### src/insn_rom.hex
// One 32-bit instruction word per line, word address 0 to 15
20000100
20000101
20000102
20000103
20000104
00000003
20000106
20000107
20000108
20000109
2000010A
2000010B
2000010C
2000010D
03FFFFF2
2000010F
### src/hw/insn_pkg.sv
package insn_pkg;

	//////////////////////////////
	// Opcodes
	//////////////////////////////

	// Unconditional PC-relative jump
	// 26-bit word offset, sign-extended
	localparam logic [5:0] OPC_J = 6'h00;

	// No-operation
	localparam logic [5:0] OPC_NOP = 6'h05;

	//////////////////////////////
	// NOP kinds
	//////////////////////////////

	// Flushed or suppressed fetch
	localparam logic [15:0] NOP_KIND_BYPASS = 16'h0041;

	// No valid fetch this cycle, a stall
	localparam logic [15:0] NOP_KIND_EMPTY = 16'h0061;

	//////////////////////////////
	// Instruction word views
	//////////////////////////////

	// Jump view
	typedef struct packed {
		logic [5:0]  opcode;
		logic [25:0] offset;
	} insn_jump_t;

	// NOP view with a kind tag in the low half
	typedef struct packed {
		logic [5:0]  opcode;
		logic [9:0]  rsvd;
		logic [15:0] kind;
	} insn_nop_t;

	// One 32-bit word, read as a jump by the PC generator
	// and built or read as a tagged NOP by the fetch stage
	typedef union packed {
		insn_jump_t j;
		insn_nop_t  nop;
	} insn_word_u;

endpackage

### src/hw/icbus_pkg.sv
package icbus_pkg;

	//////////////////////////////
	// Response error tags
	//////////////////////////////
	localparam logic [3:0] TAG_NONE = 4'h0;
	localparam logic [3:0] TAG_TE   = 4'hD;
	localparam logic [3:0] TAG_PE   = 4'hC;
	localparam logic [3:0] TAG_BE   = 4'hB;

	//////////////////////////////
	// ROM and address windows
	//////////////////////////////

	// ROM fills the bytes below PE_BASE
	localparam int unsigned ROM_WORDS = 16;
	localparam int unsigned ROM_AW    = $clog2(ROM_WORDS);

	// Protection fault, then TLB miss, each one window wide
	// Anything beyond is a bus error
	localparam logic [31:0] PE_BASE   = 32'h0000_0040;
	localparam logic [31:0] TE_BASE   = 32'h0000_0080;
	localparam logic [31:0] WIN_BYTES = 32'd64;

	// First fetch address out of reset
	localparam logic [31:0] RESET_PC = 32'h0000_0000;

endpackage

### src/hw/pc_gen.sv
`timescale 1ns/1ps

module pc_gen (
	input  logic                 clk,
	input  logic                 rst_n_i,
	input  logic                 freeze_i,
	input  logic                 flush_i,
	input  logic [31:0]          flush_pc_i,
	input  logic                 refetch_i,
	input  insn_pkg::insn_word_u insn_i,
	input  logic [31:0]          insn_pc_i,
	output logic [31:0]          fetch_adr_o,
	output logic                 fetch_new_o
);

	logic [31:0] fetch_adr_q;
	logic [31:0] fetch_adr_d;
	logic        fetch_new_q;
	logic        jump_taken;
	logic [31:0] jump_offset;
	logic [31:0] jump_target;
	logic [31:0] refetch_adr;

	//////////////////////////////
	// Jump detection
	//////////////////////////////

	// Only a delivered and accepted jump counts
	assign jump_taken = !freeze_i && (insn_i.j.opcode == insn_pkg::OPC_J);

	// Word offset to bytes, sign-extended
	assign jump_offset = {{4{insn_i.j.offset[25]}}, insn_i.j.offset, 2'b00};
	assign jump_target = insn_pc_i + jump_offset;

	// Successor of the saved word, dropped at unfreeze
	assign refetch_adr = insn_pc_i + 32'd4;

	//////////////////////////////
	// Next fetch address
	//////////////////////////////
	always_comb begin
		if (flush_i) begin
			fetch_adr_d = flush_pc_i;
		end else if (refetch_i) begin
			fetch_adr_d = refetch_adr;
		end else if (jump_taken) begin
			// In-flight address is the delay slot
			fetch_adr_d = jump_target;
		end else if (freeze_i) begin
			fetch_adr_d = fetch_adr_q;
		end else begin
			fetch_adr_d = fetch_adr_q + 32'd4;
		end
	end

	always_ff @(posedge clk or negedge rst_n_i) begin
		if (!rst_n_i) begin
			fetch_adr_q <= icbus_pkg::RESET_PC;
			// Reset opens a new stream
			fetch_new_q <= 1'b1;
		end else begin
			fetch_adr_q <= fetch_adr_d;
			// Marks only the first request after a flush
			fetch_new_q <= flush_i;
		end
	end

	assign fetch_adr_o = fetch_adr_q;
	assign fetch_new_o = fetch_new_q;

	//////////////////////////////
	// Checks
	//////////////////////////////

	// Flush target is the very next request
	a_flush_target: assert property (@(posedge clk) disable iff (!rst_n_i)
		flush_i |=> (fetch_adr_o == $past(flush_pc_i)))
		else $error("pc_gen: fetch address missed flush target");

	// Frozen pipeline keeps the request steady
	a_freeze_hold: assert property (@(posedge clk) disable iff (!rst_n_i)
		(freeze_i && !flush_i && !refetch_i) |=> $stable(fetch_adr_o))
		else $error("pc_gen: fetch address moved under freeze");

endmodule

### src/hw/insn_mem_port.sv
`timescale 1ns/1ps

module insn_mem_port (
	input  logic        clk,
	input  logic        rst_n_i,
	input  logic [31:0] fetch_adr_i,
	input  logic        fetch_new_i,
	output logic [31:0] resp_dat_o,
	output logic        resp_ack_o,
	output logic        resp_err_o,
	output logic [3:0]  resp_tag_o,
	output logic [31:0] resp_adr_o,
	output logic        resp_new_o
);

	logic [31:0]                  rom [icbus_pkg::ROM_WORDS];
	logic [icbus_pkg::ROM_AW-1:0] rom_idx;
	logic                         in_rom;
	logic                         in_pe;
	logic                         in_te;
	logic [3:0]                   tag_d;

	// Instruction image
	initial begin
		$readmemh("/design/src/insn_rom.hex", rom);
	end

	//////////////////////////////
	// Window decode
	//////////////////////////////
	assign rom_idx = fetch_adr_i[icbus_pkg::ROM_AW+1:2];
	assign in_rom  = fetch_adr_i < icbus_pkg::PE_BASE;
	assign in_pe   = (fetch_adr_i >= icbus_pkg::PE_BASE) &&
		(fetch_adr_i < icbus_pkg::PE_BASE + icbus_pkg::WIN_BYTES);
	assign in_te   = (fetch_adr_i >= icbus_pkg::TE_BASE) &&
		(fetch_adr_i < icbus_pkg::TE_BASE + icbus_pkg::WIN_BYTES);

	// Protection window first, then TLB, else bus error
	always_comb begin
		if (in_rom) begin
			tag_d = icbus_pkg::TAG_NONE;
		end else if (in_pe) begin
			tag_d = icbus_pkg::TAG_PE;
		end else if (in_te) begin
			tag_d = icbus_pkg::TAG_TE;
		end else begin
			tag_d = icbus_pkg::TAG_BE;
		end
	end

	//////////////////////////////
	// One-cycle response
	//////////////////////////////
	always_ff @(posedge clk or negedge rst_n_i) begin
		if (!rst_n_i) begin
			resp_ack_o <= 1'b0;
			resp_err_o <= 1'b0;
			resp_tag_o <= icbus_pkg::TAG_NONE;
			resp_new_o <= 1'b0;
		end else begin
			resp_ack_o <= in_rom;
			resp_err_o <= !in_rom;
			resp_tag_o <= tag_d;
			resp_new_o <= fetch_new_i;
		end
	end

	// Data and echoed word address
	always_ff @(posedge clk) begin
		resp_dat_o <= in_rom ? rom[rom_idx] : 32'h0;
		resp_adr_o <= {fetch_adr_i[31:2], 2'b00};
	end

	// Once out of reset, one answer per cycle
	a_one_response: assert property (@(posedge clk) disable iff (!rst_n_i)
		$past(rst_n_i) |-> $onehot({resp_ack_o, resp_err_o}))
		else $error("insn_mem_port: ack and err not exclusive");

endmodule

### src/hw/fetch_stage.sv
`timescale 1ns/1ps

module fetch_stage (
	input  logic                 clk,
	input  logic                 rst_n_i,
	input  logic [31:0]          resp_dat_i,
	input  logic                 resp_ack_i,
	input  logic                 resp_err_i,
	input  logic [3:0]           resp_tag_i,
	input  logic [31:0]          resp_adr_i,
	input  logic                 resp_new_i,
	input  logic                 freeze_i,
	input  logic                 flush_i,
	input  logic                 no_more_dslot_i,
	input  logic                 rfe_i,
	output insn_pkg::insn_word_u insn_o,
	output logic [31:0]          pc_o,
	output logic                 stall_o,
	output logic                 saving_insn_o,
	output logic                 refetch_o,
	output logic                 except_itlbmiss_o,
	output logic                 except_immufault_o,
	output logic                 except_ibuserr_o
);

	insn_pkg::insn_word_u nop_bypass;
	insn_pkg::insn_word_u nop_empty;
	insn_pkg::insn_word_u insn_saved_q;
	logic [31:0]          addr_saved_q;
	logic [2:0]           err_saved_q;
	logic [2:0]           err_live;
	logic [31:0]          resp_adr_w;
	logic                 saved_q;
	logic                 bypass_q;
	logic                 bypass;
	logic                 refetch_q;
	logic                 resp_vld;
	logic                 save_insn;
	logic                 kill_exc;

	// Tagged NOPs through the NOP view
	always_comb begin
		nop_bypass          = '0;
		nop_bypass.nop.opcode = insn_pkg::OPC_NOP;
		nop_bypass.nop.kind   = insn_pkg::NOP_KIND_BYPASS;
		nop_empty           = '0;
		nop_empty.nop.opcode  = insn_pkg::OPC_NOP;
		nop_empty.nop.kind    = insn_pkg::NOP_KIND_EMPTY;
	end

	//////////////////////////////
	// Response qualification
	//////////////////////////////
	assign resp_adr_w = {resp_adr_i[31:2], 2'b00};
	// Response right after a refetch is stale
	assign resp_vld   = (resp_ack_i || resp_err_i) && !refetch_q;
	assign save_insn  = resp_vld && freeze_i && !saved_q;
	assign saving_insn_o = save_insn && !flush_i;

	// Error tag to TLB miss, MMU fault, bus error
	assign err_live[0] = resp_err_i && (resp_tag_i == icbus_pkg::TAG_TE);
	assign err_live[1] = resp_err_i && (resp_tag_i == icbus_pkg::TAG_PE);
	assign err_live[2] = resp_err_i && (resp_tag_i == icbus_pkg::TAG_BE);

	// Held until the flushed stream's first answer
	assign bypass = flush_i || (bypass_q && !resp_new_i);

	// Unfreeze drops the in-flight successor of a saved non-jump
	assign refetch_o = saved_q && resp_vld && !freeze_i &&
		(resp_adr_w == addr_saved_q + 32'd4) &&
		(insn_saved_q.j.opcode != insn_pkg::OPC_J);

	//////////////////////////////
	// Delivered word
	//////////////////////////////
	always_comb begin
		if (no_more_dslot_i || rfe_i || bypass) begin
			insn_o = nop_bypass;
		end else if (saved_q) begin
			insn_o = insn_saved_q;
		end else if (resp_ack_i && !refetch_q) begin
			insn_o = resp_dat_i;
		end else begin
			insn_o = nop_empty;
		end
	end

	assign pc_o    = saved_q ? addr_saved_q : resp_adr_w;
	assign stall_o = !resp_vld && !saved_q;

	assign kill_exc = no_more_dslot_i || rfe_i || bypass || refetch_q;
	assign except_itlbmiss_o  = !kill_exc && (saved_q ? err_saved_q[0] : err_live[0]);
	assign except_immufault_o = !kill_exc && (saved_q ? err_saved_q[1] : err_live[1]);
	assign except_ibuserr_o   = !kill_exc && (saved_q ? err_saved_q[2] : err_live[2]);

	//////////////////////////////
	// Save state
	//////////////////////////////

	// Flush first, then save, then unfreeze
	always_ff @(posedge clk or negedge rst_n_i) begin
		if (!rst_n_i) begin
			saved_q      <= 1'b0;
			addr_saved_q <= 32'h0;
			bypass_q     <= 1'b0;
			refetch_q    <= 1'b0;
		end else begin
			bypass_q  <= bypass;
			refetch_q <= refetch_o && !flush_i;
			if (flush_i) begin
				saved_q      <= 1'b0;
				addr_saved_q <= 32'h0;
			end else if (save_insn) begin
				saved_q      <= 1'b1;
				addr_saved_q <= resp_adr_w;
			end else if (!freeze_i) begin
				saved_q      <= 1'b0;
				addr_saved_q <= resp_adr_w;
			end
		end
	end

	// Saved word and its fault bits
	always_ff @(posedge clk) begin
		if (flush_i || (!save_insn && !freeze_i)) begin
			insn_saved_q <= nop_bypass;
			err_saved_q  <= 3'b000;
		end else if (save_insn) begin
			insn_saved_q <= resp_err_i ? nop_bypass : resp_dat_i;
			err_saved_q  <= err_live;
		end
	end

	// Suppressed slot never raises a fault
	a_no_exc_in_dslot: assert property (@(posedge clk) disable iff (!rst_n_i)
		no_more_dslot_i |-> !(except_itlbmiss_o || except_immufault_o || except_ibuserr_o))
		else $error("fetch_stage: exception raised with no_more_dslot");

	a_save_sets_flag: assert property (@(posedge clk) disable iff (!rst_n_i)
		(save_insn && !flush_i) |=> saved_q)
		else $error("fetch_stage: saved flag missing after save");

	a_flush_clears_addr: assert property (@(posedge clk) disable iff (!rst_n_i)
		flush_i |=> (addr_saved_q == 32'h0))
		else $error("fetch_stage: saved address not cleared by flush");

endmodule

### src/hw/fetch_top.sv
`timescale 1ns/1ps

module fetch_top (
	input  logic        clk,
	input  logic        rst_n_i,
	input  logic        freeze_i,
	input  logic        flush_i,
	input  logic [31:0] flush_pc_i,
	input  logic        no_more_dslot_i,
	input  logic        rfe_i,
	output logic [31:0] insn_o,
	output logic [31:0] pc_o,
	output logic        stall_o,
	output logic        saving_insn_o,
	output logic        except_itlbmiss_o,
	output logic        except_immufault_o,
	output logic        except_ibuserr_o
);

	// Request side
	logic [31:0] fetch_adr;
	logic        fetch_new;

	// Response side
	logic [31:0] resp_dat;
	logic        resp_ack;
	logic        resp_err;
	logic [3:0]  resp_tag;
	logic [31:0] resp_adr;
	logic        resp_new;

	// Lost successor after unfreeze
	logic        refetch;

	//////////////////////////////
	// Address generation
	//////////////////////////////

	// Jumps seen on the delivered word and pc
	pc_gen pc_gen_i (
		.clk         (clk),
		.rst_n_i     (rst_n_i),
		.freeze_i    (freeze_i),
		.flush_i     (flush_i),
		.flush_pc_i  (flush_pc_i),
		.refetch_i   (refetch),
		.insn_i      (insn_o),
		.insn_pc_i   (pc_o),
		.fetch_adr_o (fetch_adr),
		.fetch_new_o (fetch_new)
	);

	//////////////////////////////
	// Cache model
	//////////////////////////////
	insn_mem_port insn_mem_port_i (
		.clk         (clk),
		.rst_n_i     (rst_n_i),
		.fetch_adr_i (fetch_adr),
		.fetch_new_i (fetch_new),
		.resp_dat_o  (resp_dat),
		.resp_ack_o  (resp_ack),
		.resp_err_o  (resp_err),
		.resp_tag_o  (resp_tag),
		.resp_adr_o  (resp_adr),
		.resp_new_o  (resp_new)
	);

	//////////////////////////////
	// Fetch stage
	//////////////////////////////
	fetch_stage fetch_stage_i (
		.clk                (clk),
		.rst_n_i            (rst_n_i),
		.resp_dat_i         (resp_dat),
		.resp_ack_i         (resp_ack),
		.resp_err_i         (resp_err),
		.resp_tag_i         (resp_tag),
		.resp_adr_i         (resp_adr),
		.resp_new_i         (resp_new),
		.freeze_i           (freeze_i),
		.flush_i            (flush_i),
		.no_more_dslot_i    (no_more_dslot_i),
		.rfe_i              (rfe_i),
		.insn_o             (insn_o),
		.pc_o               (pc_o),
		.stall_o            (stall_o),
		.saving_insn_o      (saving_insn_o),
		.refetch_o          (refetch),
		.except_itlbmiss_o  (except_itlbmiss_o),
		.except_immufault_o (except_immufault_o),
		.except_ibuserr_o   (except_ibuserr_o)
	);

endmodule

### config.mk
export PLATFORM = sky130hd
export DESIGN_NAME = fetch_top
export DESIGN_NICKNAME = d
export VERILOG_FILES = /design/src/hw/insn_pkg.sv /design/src/hw/icbus_pkg.sv /design/src/hw/pc_gen.sv /design/src/hw/insn_mem_port.sv /design/src/hw/fetch_stage.sv /design/src/hw/fetch_top.sv
export SDC_FILE = /design/constraint.sdc
export NUM_CORES = 1
export LEC_CHECK = 0
export BUFFER_PORTS_ARGS = -buffer_cell sky130_fd_sc_hd__buf_2
export CAP_MARGIN = 20
export CELL_PAD_IN_SITES_DETAIL_PLACEMENT = 2
export CELL_PAD_IN_SITES_GLOBAL_PLACEMENT = 2
export CORE_UTILIZATION = 37
export CTS_CLUSTER_SIZE = 12
export DETAILED_ROUTE_END_ITERATION = 10
export PLACE_DENSITY = 0.94
export SYNTH_ARGS = -nofsm -noshare
export SYNTH_HDL_FRONTEND = slang
export SYNTH_SLANG_ARGS = --single-unit
### constraint.sdc
create_clock -name clk -period 8.3 [get_ports clk]
set_input_delay 0.415 -clock clk [delete_from_list [all_inputs] [get_ports clk]]
set_output_delay 0.415 -clock clk [all_outputs]
set_load 0.02 [all_outputs]
# Yosys cells after proc, flatten, opt, wreduce, memory -nomap -nowiden
# Cells that the tools add are included.
# word_totals
reg_bits	172
output_inout_bits	69
# op_classes
add_sub_neg	4
magnitude_cmp	5
n_eq_ne	6
mux	21
reduce_logical	39
# ops
cell	n
2-to-1 mux 32 bit	12
adder 32 x 3 -> 32 bit, second input constant	3
less-than comparator 32 x 8 -> 1 bit, second input constant	2
adder 32 bit	1
equality test 32 bit	1
>= comparator 32 x 7 -> 1 bit, second input constant	1
>= comparator 32 x 8 -> 1 bit, second input constant	1
less-than comparator 32 x 7 -> 1 bit, second input constant	1
logical AND 1 bit	22
equality test 4 bit, second input constant	3
zero test 1 bit	9
2-to-1 mux 4 bit	2
zero test 6 bit	1
logical OR 1 bit	6
2-to-1 mux 1 bit	6
nonzero test 6 bit	1
!= test 4 x 1 -> 1 bit, second input constant	1
2-to-1 mux 3 bit	1
!= test 3 x 1 -> 1 bit, second input constant	1

# Depth between registers and ports, before layout
# Gate-level depths: netlist (run 1).
# depth
ltp_word	10
mapped_depth	19
ltp_nobuf	14

# Cells and area by module
# A second synthesis (run 1) with hierarchy kept.
# unflattened
cells_unflattened	1222
hier_area_um2	10058.4
# by_module_without_submodules
module	instances	cells_per_inst	area_each_um2	seq_area_each_um2
pc_gen	1	606	4496.8	827.0
fetch_stage	1	530	4451.8	1526.5
insn_mem_port	1	86	1109.8	750.7

# Worst setup path before layout (run 1)
# OpenSTA, ideal clock, no wires.
# synth_timing
path_kind	reg-to-reg
from	register fetch_stage_i.saved_q
to	register pc_gen_i.fetch_adr_q[30] (netlist: pc_gen_i.fetch_adr_o[30])
setup_time_ns	0.137
t_arrival_ns	4.797
path_slack_ns	3.366
path_stages_with_launch	20
path_buffers	7
cell_sequence	dfrtp_1 > clkbuf_1 > clkbuf_1 > buf_1 > clkbuf_1 > buf_1 > buf_1 > mux2_2 > ha_1 > ha_1 > inv_1 > a2111oi_0 > o21a_1 > o21a_1 > clkbuf_1 > nor4bb_1 > xnor2_1 > a211oi_1 > o21ai_0 > o211ai_1
# synth_between
elab_cells_between_ends	15
# synth_lines
item	line_no	text
from (decl)	fetch_stage.sv:33	logic saved_q;
from (signal assigned)	fetch_stage.sv:103	saved_q <= 1'b0;
from (signal assigned)	fetch_stage.sv:111	saved_q <= 1'b0;
from (signal assigned)	fetch_stage.sv:114	saved_q <= 1'b1;
2-to-1 mux 32 bit *	fetch_stage.sv:88	assign pc_o = saved_q ? addr_saved_q : resp_adr_w;
net pc_o[2]	fetch_top.sv:12	output logic [31:0] pc_o,
adder 32 bit	pc_gen.sv:33	assign jump_target = insn_pc_i + jump_offset;
2-to-1 mux 32 bit	pc_gen.sv:46	end else if (jump_taken) begin
2-to-1 mux 32 bit *	pc_gen.sv:44	end else if (refetch_i) begin
2-to-1 mux 32 bit *	pc_gen.sv:42	if (flush_i) begin
to (signal assigned)	pc_gen.sv:58	fetch_adr_q <= icbus_pkg::RESET_PC;
to (signal assigned)	pc_gen.sv:62	fetch_adr_q <= fetch_adr_d;
to (decl)	pc_gen.sv:16	logic [31:0] fetch_adr_q;
# Mark *: on every way through the listed nets, which the timed path passes. The rest lies on a longest branch.
# A chain may end at the register's enable or synchronous reset.

# Worst setup path after layout (run 1)
# layout_timing
from	register fetch_stage_i.saved_q
to	register pc_gen_i.fetch_adr_q[12] (netlist: pc_gen_i.fetch_adr_o[12])
# layout_between
elab_chain_cells	7
elab_cells_between_ends	15
# layout_rtl
item
branches (longest 7 deep; another with adder 32 bit)
# Several ways; the timed one is not identified.

==> impl_metrics.env, run 1 <==
export IMPL_timing_fmax_mhz=208
export IMPL_slew_headroom=0.326
export IMPL_worstPathMaxFanout=69
export IMPL_leakagePower_nw=3.46
export IMPL_async_flop_share=0.673
export IMPL_setup_viol=0
export IMPL_dr_pass1_iters=5
export IMPL_min_path_type="input port to flip-flop"
export IMPL_syn_to_final_growth_pct=9.17
export IMPL_yosys_warnings=0
export IMPL_hold_path_startpoint="flush_pc_i[6]"
export IMPL_hold_violations=0
export IMPL_die_area_um2=22500
export IMPL_grt_pass1_wl_um=61900
export IMPL_grt_max_degree=70
export IMPL_vias=8848
export IMPL_start_util=0.381
export IMPL_arrival_ns=5.08
export IMPL_num_io_pins=107
export IMPL_dpl_cell_area_um2=8510
export IMPL_reg2reg_from="fetch_stage_i.saved_q"
export IMPL_final_common_cell="nand2_1"
export IMPL_whs_ns=0.226
export IMPL_tns_ns=0
export IMPL_required_ns=8.58
export IMPL_r2r_slack_ns=3.49
export IMPL_ys_seq_elements=104
export IMPL_tightest_slew_ns=0.983
export IMPL_dr_first_iter_drc_count=922
export IMPL_fin_nets=1115
export IMPL_clk_latency_ns=0.38
export IMPL_ant_nets=0
export IMPL_synth_ff_type="dfrtp_1"
export IMPL_cts_buffers=9
export IMPL_cts_resized_gates=0
export IMPL_ys_seq_area_frac=0.301
export IMPL_synth_edff_count=0
export IMPL_worstSetupEndpointType="flip-flop"
export IMPL_layout_common_cells="nand2_1 (144), o21ai_0 (78), buf_2 (75)"
export IMPL_detail_route_wirelength_um=40000
export IMPL_via_per_inst=6.55
export IMPL_die_h_um=150
export IMPL_setup_slack_ns=3.49
export IMPL_synth_area_um2=8090
export IMPL_tritoncts="yes"
export IMPL_drc=0
export IMPL_clock_sinks=104
export IMPL_layout_drive_gt1_share=0.122
export IMPL_grt_overflow=0
export IMPL_powerDensity_nw_per_um2=176
export IMPL_clkTransAtPathRegs_ns=0.08
export IMPL_syn_inst=1037
export IMPL_period_share=0.579
export IMPL_antenna_found_initial=1
export IMPL_reg2reg_depth=15
export IMPL_min_to="pc_gen_i.fetch_adr_o[6]"
export IMPL_post_place_ws_ns=3.83
export IMPL_run_status="completed"
export IMPL_fp_dieW_um=150
export IMPL_syn_area_per_cell_um2=7.80
export IMPL_synth_distinct_cells=69
export IMPL_wl_per_cell_um=29.6
export IMPL_dpl_hpwl_um=26100
export IMPL_max_vdd_ir_drop_mv=0.103
export IMPL_crit_type="flip-flop to flip-flop"
export IMPL_cts_max_level=3
export IMPL_postLayoutCellArea_um2=8830
export IMPL_start_kind="flip-flop"
export IMPL_placed_cells=1329
export IMPL_finClkSkew_ns=0.0119
export IMPL_core_rowCount=53
export IMPL_core_area_um2=21200
export IMPL_max_cap_viol_count=0
export IMPL_stdcell_count=1350
export IMPL_r2r_end="pc_gen_i.fetch_adr_o[12]"
export IMPL_maxSlewViolCount=0
export IMPL_cts_max_path_buffers=2
export IMPL_post_route_min_period_ns=4.81
export IMPL_rsz0062_at_grt="false"
export IMPL_gp_congestion=0.873
export IMPL_grt_use_total=0.370
export IMPL_min_delay_path_depth=3
export IMPL_grt_pass1_vias=9693
export IMPL_fin_util=0.416
export IMPL_io_buffers=75
export IMPL_power_mw=1.56
export IMPL_root_buffer="clkbuf_16"
[worst max-delay path, cell delays in order, from the launching register on]
cell       delay [ns]
dfrtp_2          0.35
buf_4            0.64
mux2i_1          0.28
or4_1            0.14
buf_4            0.27
ha_1             0.25
ha_1             0.22
inv_1            0.07
a2111oi_0        0.70
o21a_1           0.28
o21a_1           0.46
nand2_1          0.18
xor2_1           0.18
a21oi_1          0.19
o21ai_0          0.14
a221oi_1         0.33
[cells in the mapped netlist (6+ instances only)]
cell	number	share of area
dfrtp_1	69	0.21
clkbuf_1	53	0.025
and2_1	9	0.0070
nand2b_1	7	0.0054
o21ai_0	78	0.048
nor4_1	23	0.018
xor2_1	33	0.036
o21ai_1	7	0.0043
inv_1	37	0.017
and3_1	17	0.013
a211oi_1	6	0.0056
xnor2_1	74	0.080
or4_1	7	0.0065
nor3b_1	6	0.0056
mux2i_1	47	0.058
mux2_2	7	0.0097
and4_1	9	0.0097
nor2b_1	10	0.0077
nor3_1	20	0.012
nor2_1	60	0.028
ha_1	8	0.012
buf_2	6	0.0037
or2_2	6	0.0046
buf_4	33	0.031
o211ai_1	14	0.013
nand3b_1	11	0.010
or3_1	11	0.0085
nand2_1	144	0.067
nand3_1	50	0.031
dfxtp_1	34	0.084
a21oi_1	38	0.024
nand4_1	26	0.020
[layout make-up]
type / count / area, um2
Clock buffer: 9 / 225
Timing Repair Buffer: 91 / 508
Multi-Input combinational cell: 825 / 5120
Inverter: 38 / 143
Antenna cell: 1 / 2.50
Fill cell: 2432 / 12400
Clock inverter: 7 / 55.1
Sequential cell: 104 / 2430
Tap cell: 275 / 344
[logic make-up after synthesis]
group	Yosys count	synth area share
xor gates and xnor gates	107	0.116
adders and majority gates	8	0.0124
AOI/OAI and AO/OA	192	0.144
other	1	0.000464
and+or+nand+nor	435	0.278
muxes	54	0.0679
buffers and inverters	136	0.0803
DFF	104	0.301
[how the worst max path moves through the flow]
stage / startpoint / end / cells after the start
6_report: fetch_stage_i.saved_q / pc_gen_i.fetch_adr_o[12] / 15
4_1_cts: fetch_stage_i.saved_q / pc_gen_i.fetch_adr_o[30] / 15
3_3_place_gp: fetch_stage_i.saved_q / pc_gen_i.fetch_adr_o[30] / 15
2_1_floorplan: fetch_stage_i.saved_q / pc_gen_i.fetch_adr_o[30] / 19
5_1_grt: fetch_stage_i.saved_q / pc_gen_i.fetch_adr_o[12] / 15
3_5_place_dp: fetch_stage_i.saved_q / pc_gen_i.fetch_adr_o[12] / 15
[routing by layer]
| metal | part of all wire | track usage |
|---|---|---|
| met1 | 0.39 | 0.451 |
| met2 | 0.48 | 0.598 |
| met3 | 0.080 | 0.0799 |
| met4 | 0.055 | 0.219 |
| met5 | 0 | 0 |
[state kept, by name (all words and copies together) (netlist names)]
signal and flops:
fetch_stage_i.bypass_q 1, insn_mem_port_i.resp_adr_o 30, fetch_stage_i.err_saved_q 3, fetch_stage_i.insn_saved_q 1, pc_gen_i.fetch_new_o 1, fetch_stage_i.saved_q 1
insn_mem_port_i.resp_new_o 1, insn_mem_port_i.resp_tag_o 3, fetch_stage_i.refetch_q 1, insn_mem_port_i.resp_ack_o 1, insn_mem_port_i.resp_err_o 1, pc_gen_i.fetch_adr_o 30
fetch_stage_i.addr_saved_q 30
[where the power goes]
part	switching (mW)	leakage [nW]	internal (mW)
combinational	0.298	2.19	0.149
clock	0.237	0.138	0.208
sequential	0.114	1.14	0.550
total	0.649	3.46	0.906
[timing repair]
| action | in CTS | in global routing |
|---|---|---|
| endpoints found under the hold margin | 7 | 0 |
| buffers inserted | 0 | 0 |
| hold buffers | 1 | 0 |
(Power assumes the default switching activity.)
==> inputs of run 2 (changes only) <==
--- a/config.mk
+++ b/config.mk
@@ -5,14 +5,15 @@
 export SDC_FILE = /design/constraint.sdc
 export NUM_CORES = 1
 export LEC_CHECK = 0
+export ABC_AREA = 1
 export BUFFER_PORTS_ARGS = -buffer_cell sky130_fd_sc_hd__buf_2
 export CAP_MARGIN = 20
 export CELL_PAD_IN_SITES_DETAIL_PLACEMENT = 2
 export CELL_PAD_IN_SITES_GLOBAL_PLACEMENT = 2
-export CORE_UTILIZATION = 37
+export CORE_UTILIZATION = 29
 export CTS_CLUSTER_SIZE = 12
 export DETAILED_ROUTE_END_ITERATION = 10
-export PLACE_DENSITY = 0.94
+export PLACE_DENSITY = 0.86
 export SYNTH_ARGS = -nofsm -noshare
 export SYNTH_HDL_FRONTEND = slang
 export SYNTH_SLANG_ARGS = --single-unit
==> constraint.sdc (replaced) <==
create_clock -name clk -period 4.16 [get_ports clk]
set_input_delay 0.208 -clock clk [delete_from_list [all_inputs] [get_ports clk]]
set_output_delay 0.208 -clock clk [all_outputs]
set_load 0.02 [all_outputs]
==> run 2 against run 1 <==
Combinational power rose to 2.5 times the previous value. Die area up 46%. Hold slack worse by 0.17 ns. Total power up 120%. Sequential cell count unchanged. Final cell count up 45%. Clock power up 110%. Clock-buffer cell count up 2. Sequential share of layout area down 3.7 points. Routed wire length up 1.3%.
==> impl_metrics.env, run 2 <==
export IMPL_regArea_um2=2430
export IMPL_switching_share=0.429
export IMPL_dpl_hpwl_um=31500
export IMPL_period_share=0.836
export IMPL_ctsHoldBuffers=0
export IMPL_slowest_stage="dfrtp_2"
export IMPL_syn_inst=1498
export IMPL_fin_nets=1595
export IMPL_syn_area_per_cell_um2=6.22
export IMPL_seq_power_share=0.390
export IMPL_grt_max_degree=71
export IMPL_multiInputGateArea_um2=5720
export IMPL_cts_max_path_buffers=2
export IMPL_path_cells="buf_4 > o21ai_0 > inv_1 > ha_1 > inv_1 > nor2_1 > nand2_1 > o21ai_2 > nand2_1 > nand2_1 > nand2_1 > a21oi_1 > nand2_1 > nand2_1 > nand2_1 > nand2_1 > nand2_1"
export IMPL_wl_met2_um=19700
export IMPL_yosys_warnings=0
export IMPL_ys_seq_elements=104
export IMPL_grt_use_total=0.250
export IMPL_maxSlewViolCount=0
export IMPL_layout_drive_gt1_share=0.111
export IMPL_syn_to_final_growth_pct=9.50
export IMPL_synth_ff_type="dfrtp_1"
export IMPL_dr_first_iter_drc_count=702
export IMPL_num_io_pins=107
export IMPL_synth_distinct_cells=47
export IMPL_leakagePower_nw=4.89
export IMPL_grt_pass1_vias=11500
export IMPL_worstSetupEndpointType="flip-flop"
export IMPL_ys_seq_area_frac=0.261
export IMPL_fin_util=0.323
export IMPL_tritoncts="yes"
export IMPL_cts_resized_gates=0
export IMPL_post_route_min_period_ns=3.48
export IMPL_postLayoutCellArea_um2=10200
export IMPL_ant_nets=0
export IMPL_hold_violations=0
export IMPL_run_status="completed"
export IMPL_power_mw=3.39
export IMPL_rsz0062_at_grt="false"
export IMPL_path_buf_inv=3
export IMPL_yosys_area_top_type_share=0.185
export IMPL_worstPathMaxFanout=35
export IMPL_cts_max_level=3
export IMPL_ys_top_cells_by_area="dfrtp_1 (19%), nand2_1 (17%), nand3_1 (8.8%)"
export IMPL_finClkSkew_ns=0.0126
export IMPL_timing_fmax_mhz=288
export IMPL_reg2reg_depth=17
export IMPL_synth_edff_count=0
export IMPL_arrival_ns=3.75
export IMPL_slew_headroom=0.399
export IMPL_met1Wirelength_um=17900
export IMPL_wl_met3_um=1340
export IMPL_cp_common_cell="nand2_1"
export IMPL_async_flop_share=0.673
export IMPL_yosysMostFrequentCell="nand2_1"
export IMPL_detail_route_wirelength_um=40500
export IMPL_comb_power_share=0.333
export IMPL_tns_ns=0
export IMPL_start_kind="flip-flop"
export IMPL_clock_sinks=104
export IMPL_cp_depth=17
export IMPL_powerDensity_nw_per_um2=332
export IMPL_max_vdd_ir_drop_mv=0.178
export IMPL_p_sw_mw=1.45
export IMPL_synthTopCellsByCount="nand2_1 (425), inv_1 (187), nand3_1 (163), nor2_1 (140), o21ai_0 (102)"
export IMPL_core_area_um2=31600
export IMPL_synth_area_um2=9310
export IMPL_cts_buffers=9
export IMPL_yosys_area_top_type="dfrtp_1"
export IMPL_p_clk_frac=0.278
export IMPL_tightest_slew_ns=0.895
export IMPL_io_buffers=75
export IMPL_worst_path_dominant_cell_family="simple AND/OR/NAND/NOR gates"
export IMPL_gp_congestion=0.958
export IMPL_root_buffer="clkbuf_16"
export IMPL_clkTransAtPathRegs_ns=0.08
export IMPL_top_layer="met4"
export IMPL_max_cap_viol_count=0
export IMPL_vias=10300
export IMPL_setup_viol=0
export IMPL_layout_common_cells="nand2_1 (425), inv_1 (187), nand3_1 (163)"
export IMPL_internal_power_mw=1.93
export IMPL_fillers=3924
export IMPL_fp_dieW_um=181
export IMPL_whs_ns=0.0589
export IMPL_dpl_cell_area_um2=9860
export IMPL_start_util=0.295
export IMPL_core_rowCount=65
export IMPL_grt_pass1_wl_um=63600
export IMPL_slowest_delay_ns=0.51
export IMPL_wl_per_cell_um=20.7
export IMPL_via_per_inst=5.27
export IMPL_min_delay_path_depth=1
export IMPL_crit_type="flip-flop to flip-flop"
export IMPL_antenna_cells=0
export IMPL_drc=0
export IMPL_clk_latency_ns=0.38
export IMPL_cts_setup_buffers=0
export IMPL_die_h_um=181
export IMPL_dr_pass1_iters=5
export IMPL_antenna_found_initial=0
export IMPL_final_common_cell="nand2_1"
export IMPL_min_path_type="input port to flip-flop"
export IMPL_die_area_um2=32800
export IMPL_required_ns=4.43
export IMPL_grt_overflow=0
## run 2: cell count changes after synthesis, sizes merged, moves of 11 or more
cell / before / now
nand3: 50 / 164
xnor2: 74 / 13
nor2: 61 / 164
o211ai: 14 / 1
and3: 17 / 0
xor2: 33 / 59
nand2: 144 / 434
nand4: 27 / 54
o21ai: 85 / 125
nor4: 24 / 1
inv: 37 / 188
clkbuf: 53 / 25
or3: 11 / 0
mux2i: 47 / 2
## run 2: cell type report
cell class / instances / share of cell area
clock buffer: 11 / 0.0228
tap: 402 / 0.0493
timing repair buffer: 93 / 0.0525
clock inverter: 5 / 0.00626
inverter: 189 / 0.0697
sequential: 104 / 0.239
multi-input combinational: 1152 / 0.561
## run 2: cells by family after synthesis
family / synth area share
AND/OR/NAND/NOR: 0.423
adder cells (fa/ha/maj): 0.0108
flip-flops: 0.261
multiplexers: 0.00215
AO/OA/AOI/OAI: 0.0982
buffers and inverters: 0.136
other: 0.000403
XOR/XNOR: 0.0677
## run 2: path summary, 6_finish.rpt
kind	slack, ns	startpoint	to
worst min-delay path	0.06	flush_i	pc_gen_i.fetch_new_o
max in group asynchronous	3.18	rst_n_i	pc_gen_i.fetch_new_o
worst min register to register	0.40	pc_gen_i.fetch_new_o	insn_mem_port_i.resp_new_o
worst max-delay path	0.68	fetch_stage_i.saved_q	pc_gen_i.fetch_adr_o[31]
min in group asynchronous	0.35	rst_n_i	pc_gen_i.fetch_adr_o[5]
worst max register to register	0.68	fetch_stage_i.saved_q	pc_gen_i.fetch_adr_o[31]
## run 2: stage by stage
stage,instances,setup WS (ns)
final,1956,0.683
after global placement,1938,0.900
after global routing,1956,0.363
after floorplan,1526,1.26
after detailed placement,1938,0.768
after CTS,1954,0.725
## run 2: power groups by stage
stage	Sequential, mW	Combinational [mW]	Clock (mW)
2_1_floorplan	1.24	0.787	0
3_3_place_gp	1.32	1.04	0
3_5_place_dp	1.33	1.10	0
4_1_cts	1.31	1.12	0.962
5_1_grt	1.34	1.24	0.990
6_report	1.32	1.13	0.940
## run 2: metal layers
metal | up-vias | track usage
li1 | 4835 | -
met1 | 5162 | 0.310
met2 | 219 | 0.433
met3 | 86 | 0.0230
met4 | 0 | 0.120
met5 | - | 0
## run 2: worst reg2reg max path, stage by stage (launching register included)
cell and delay (ns):
dfrtp_2 0.51, buf_4 0.39, o21ai_0 0.29, inv_1 0.17, ha_1 0.20, inv_1 0.05, nor2_1 0.36, nand2_1 0.19
o21ai_2 0.45, nand2_1 0.10, nand2_1 0.08, nand2_1 0.05, a21oi_1 0.15, nand2_1 0.10, nand2_1 0.11, nand2_1 0.06
nand2_1 0.08, nand2_1 0.04
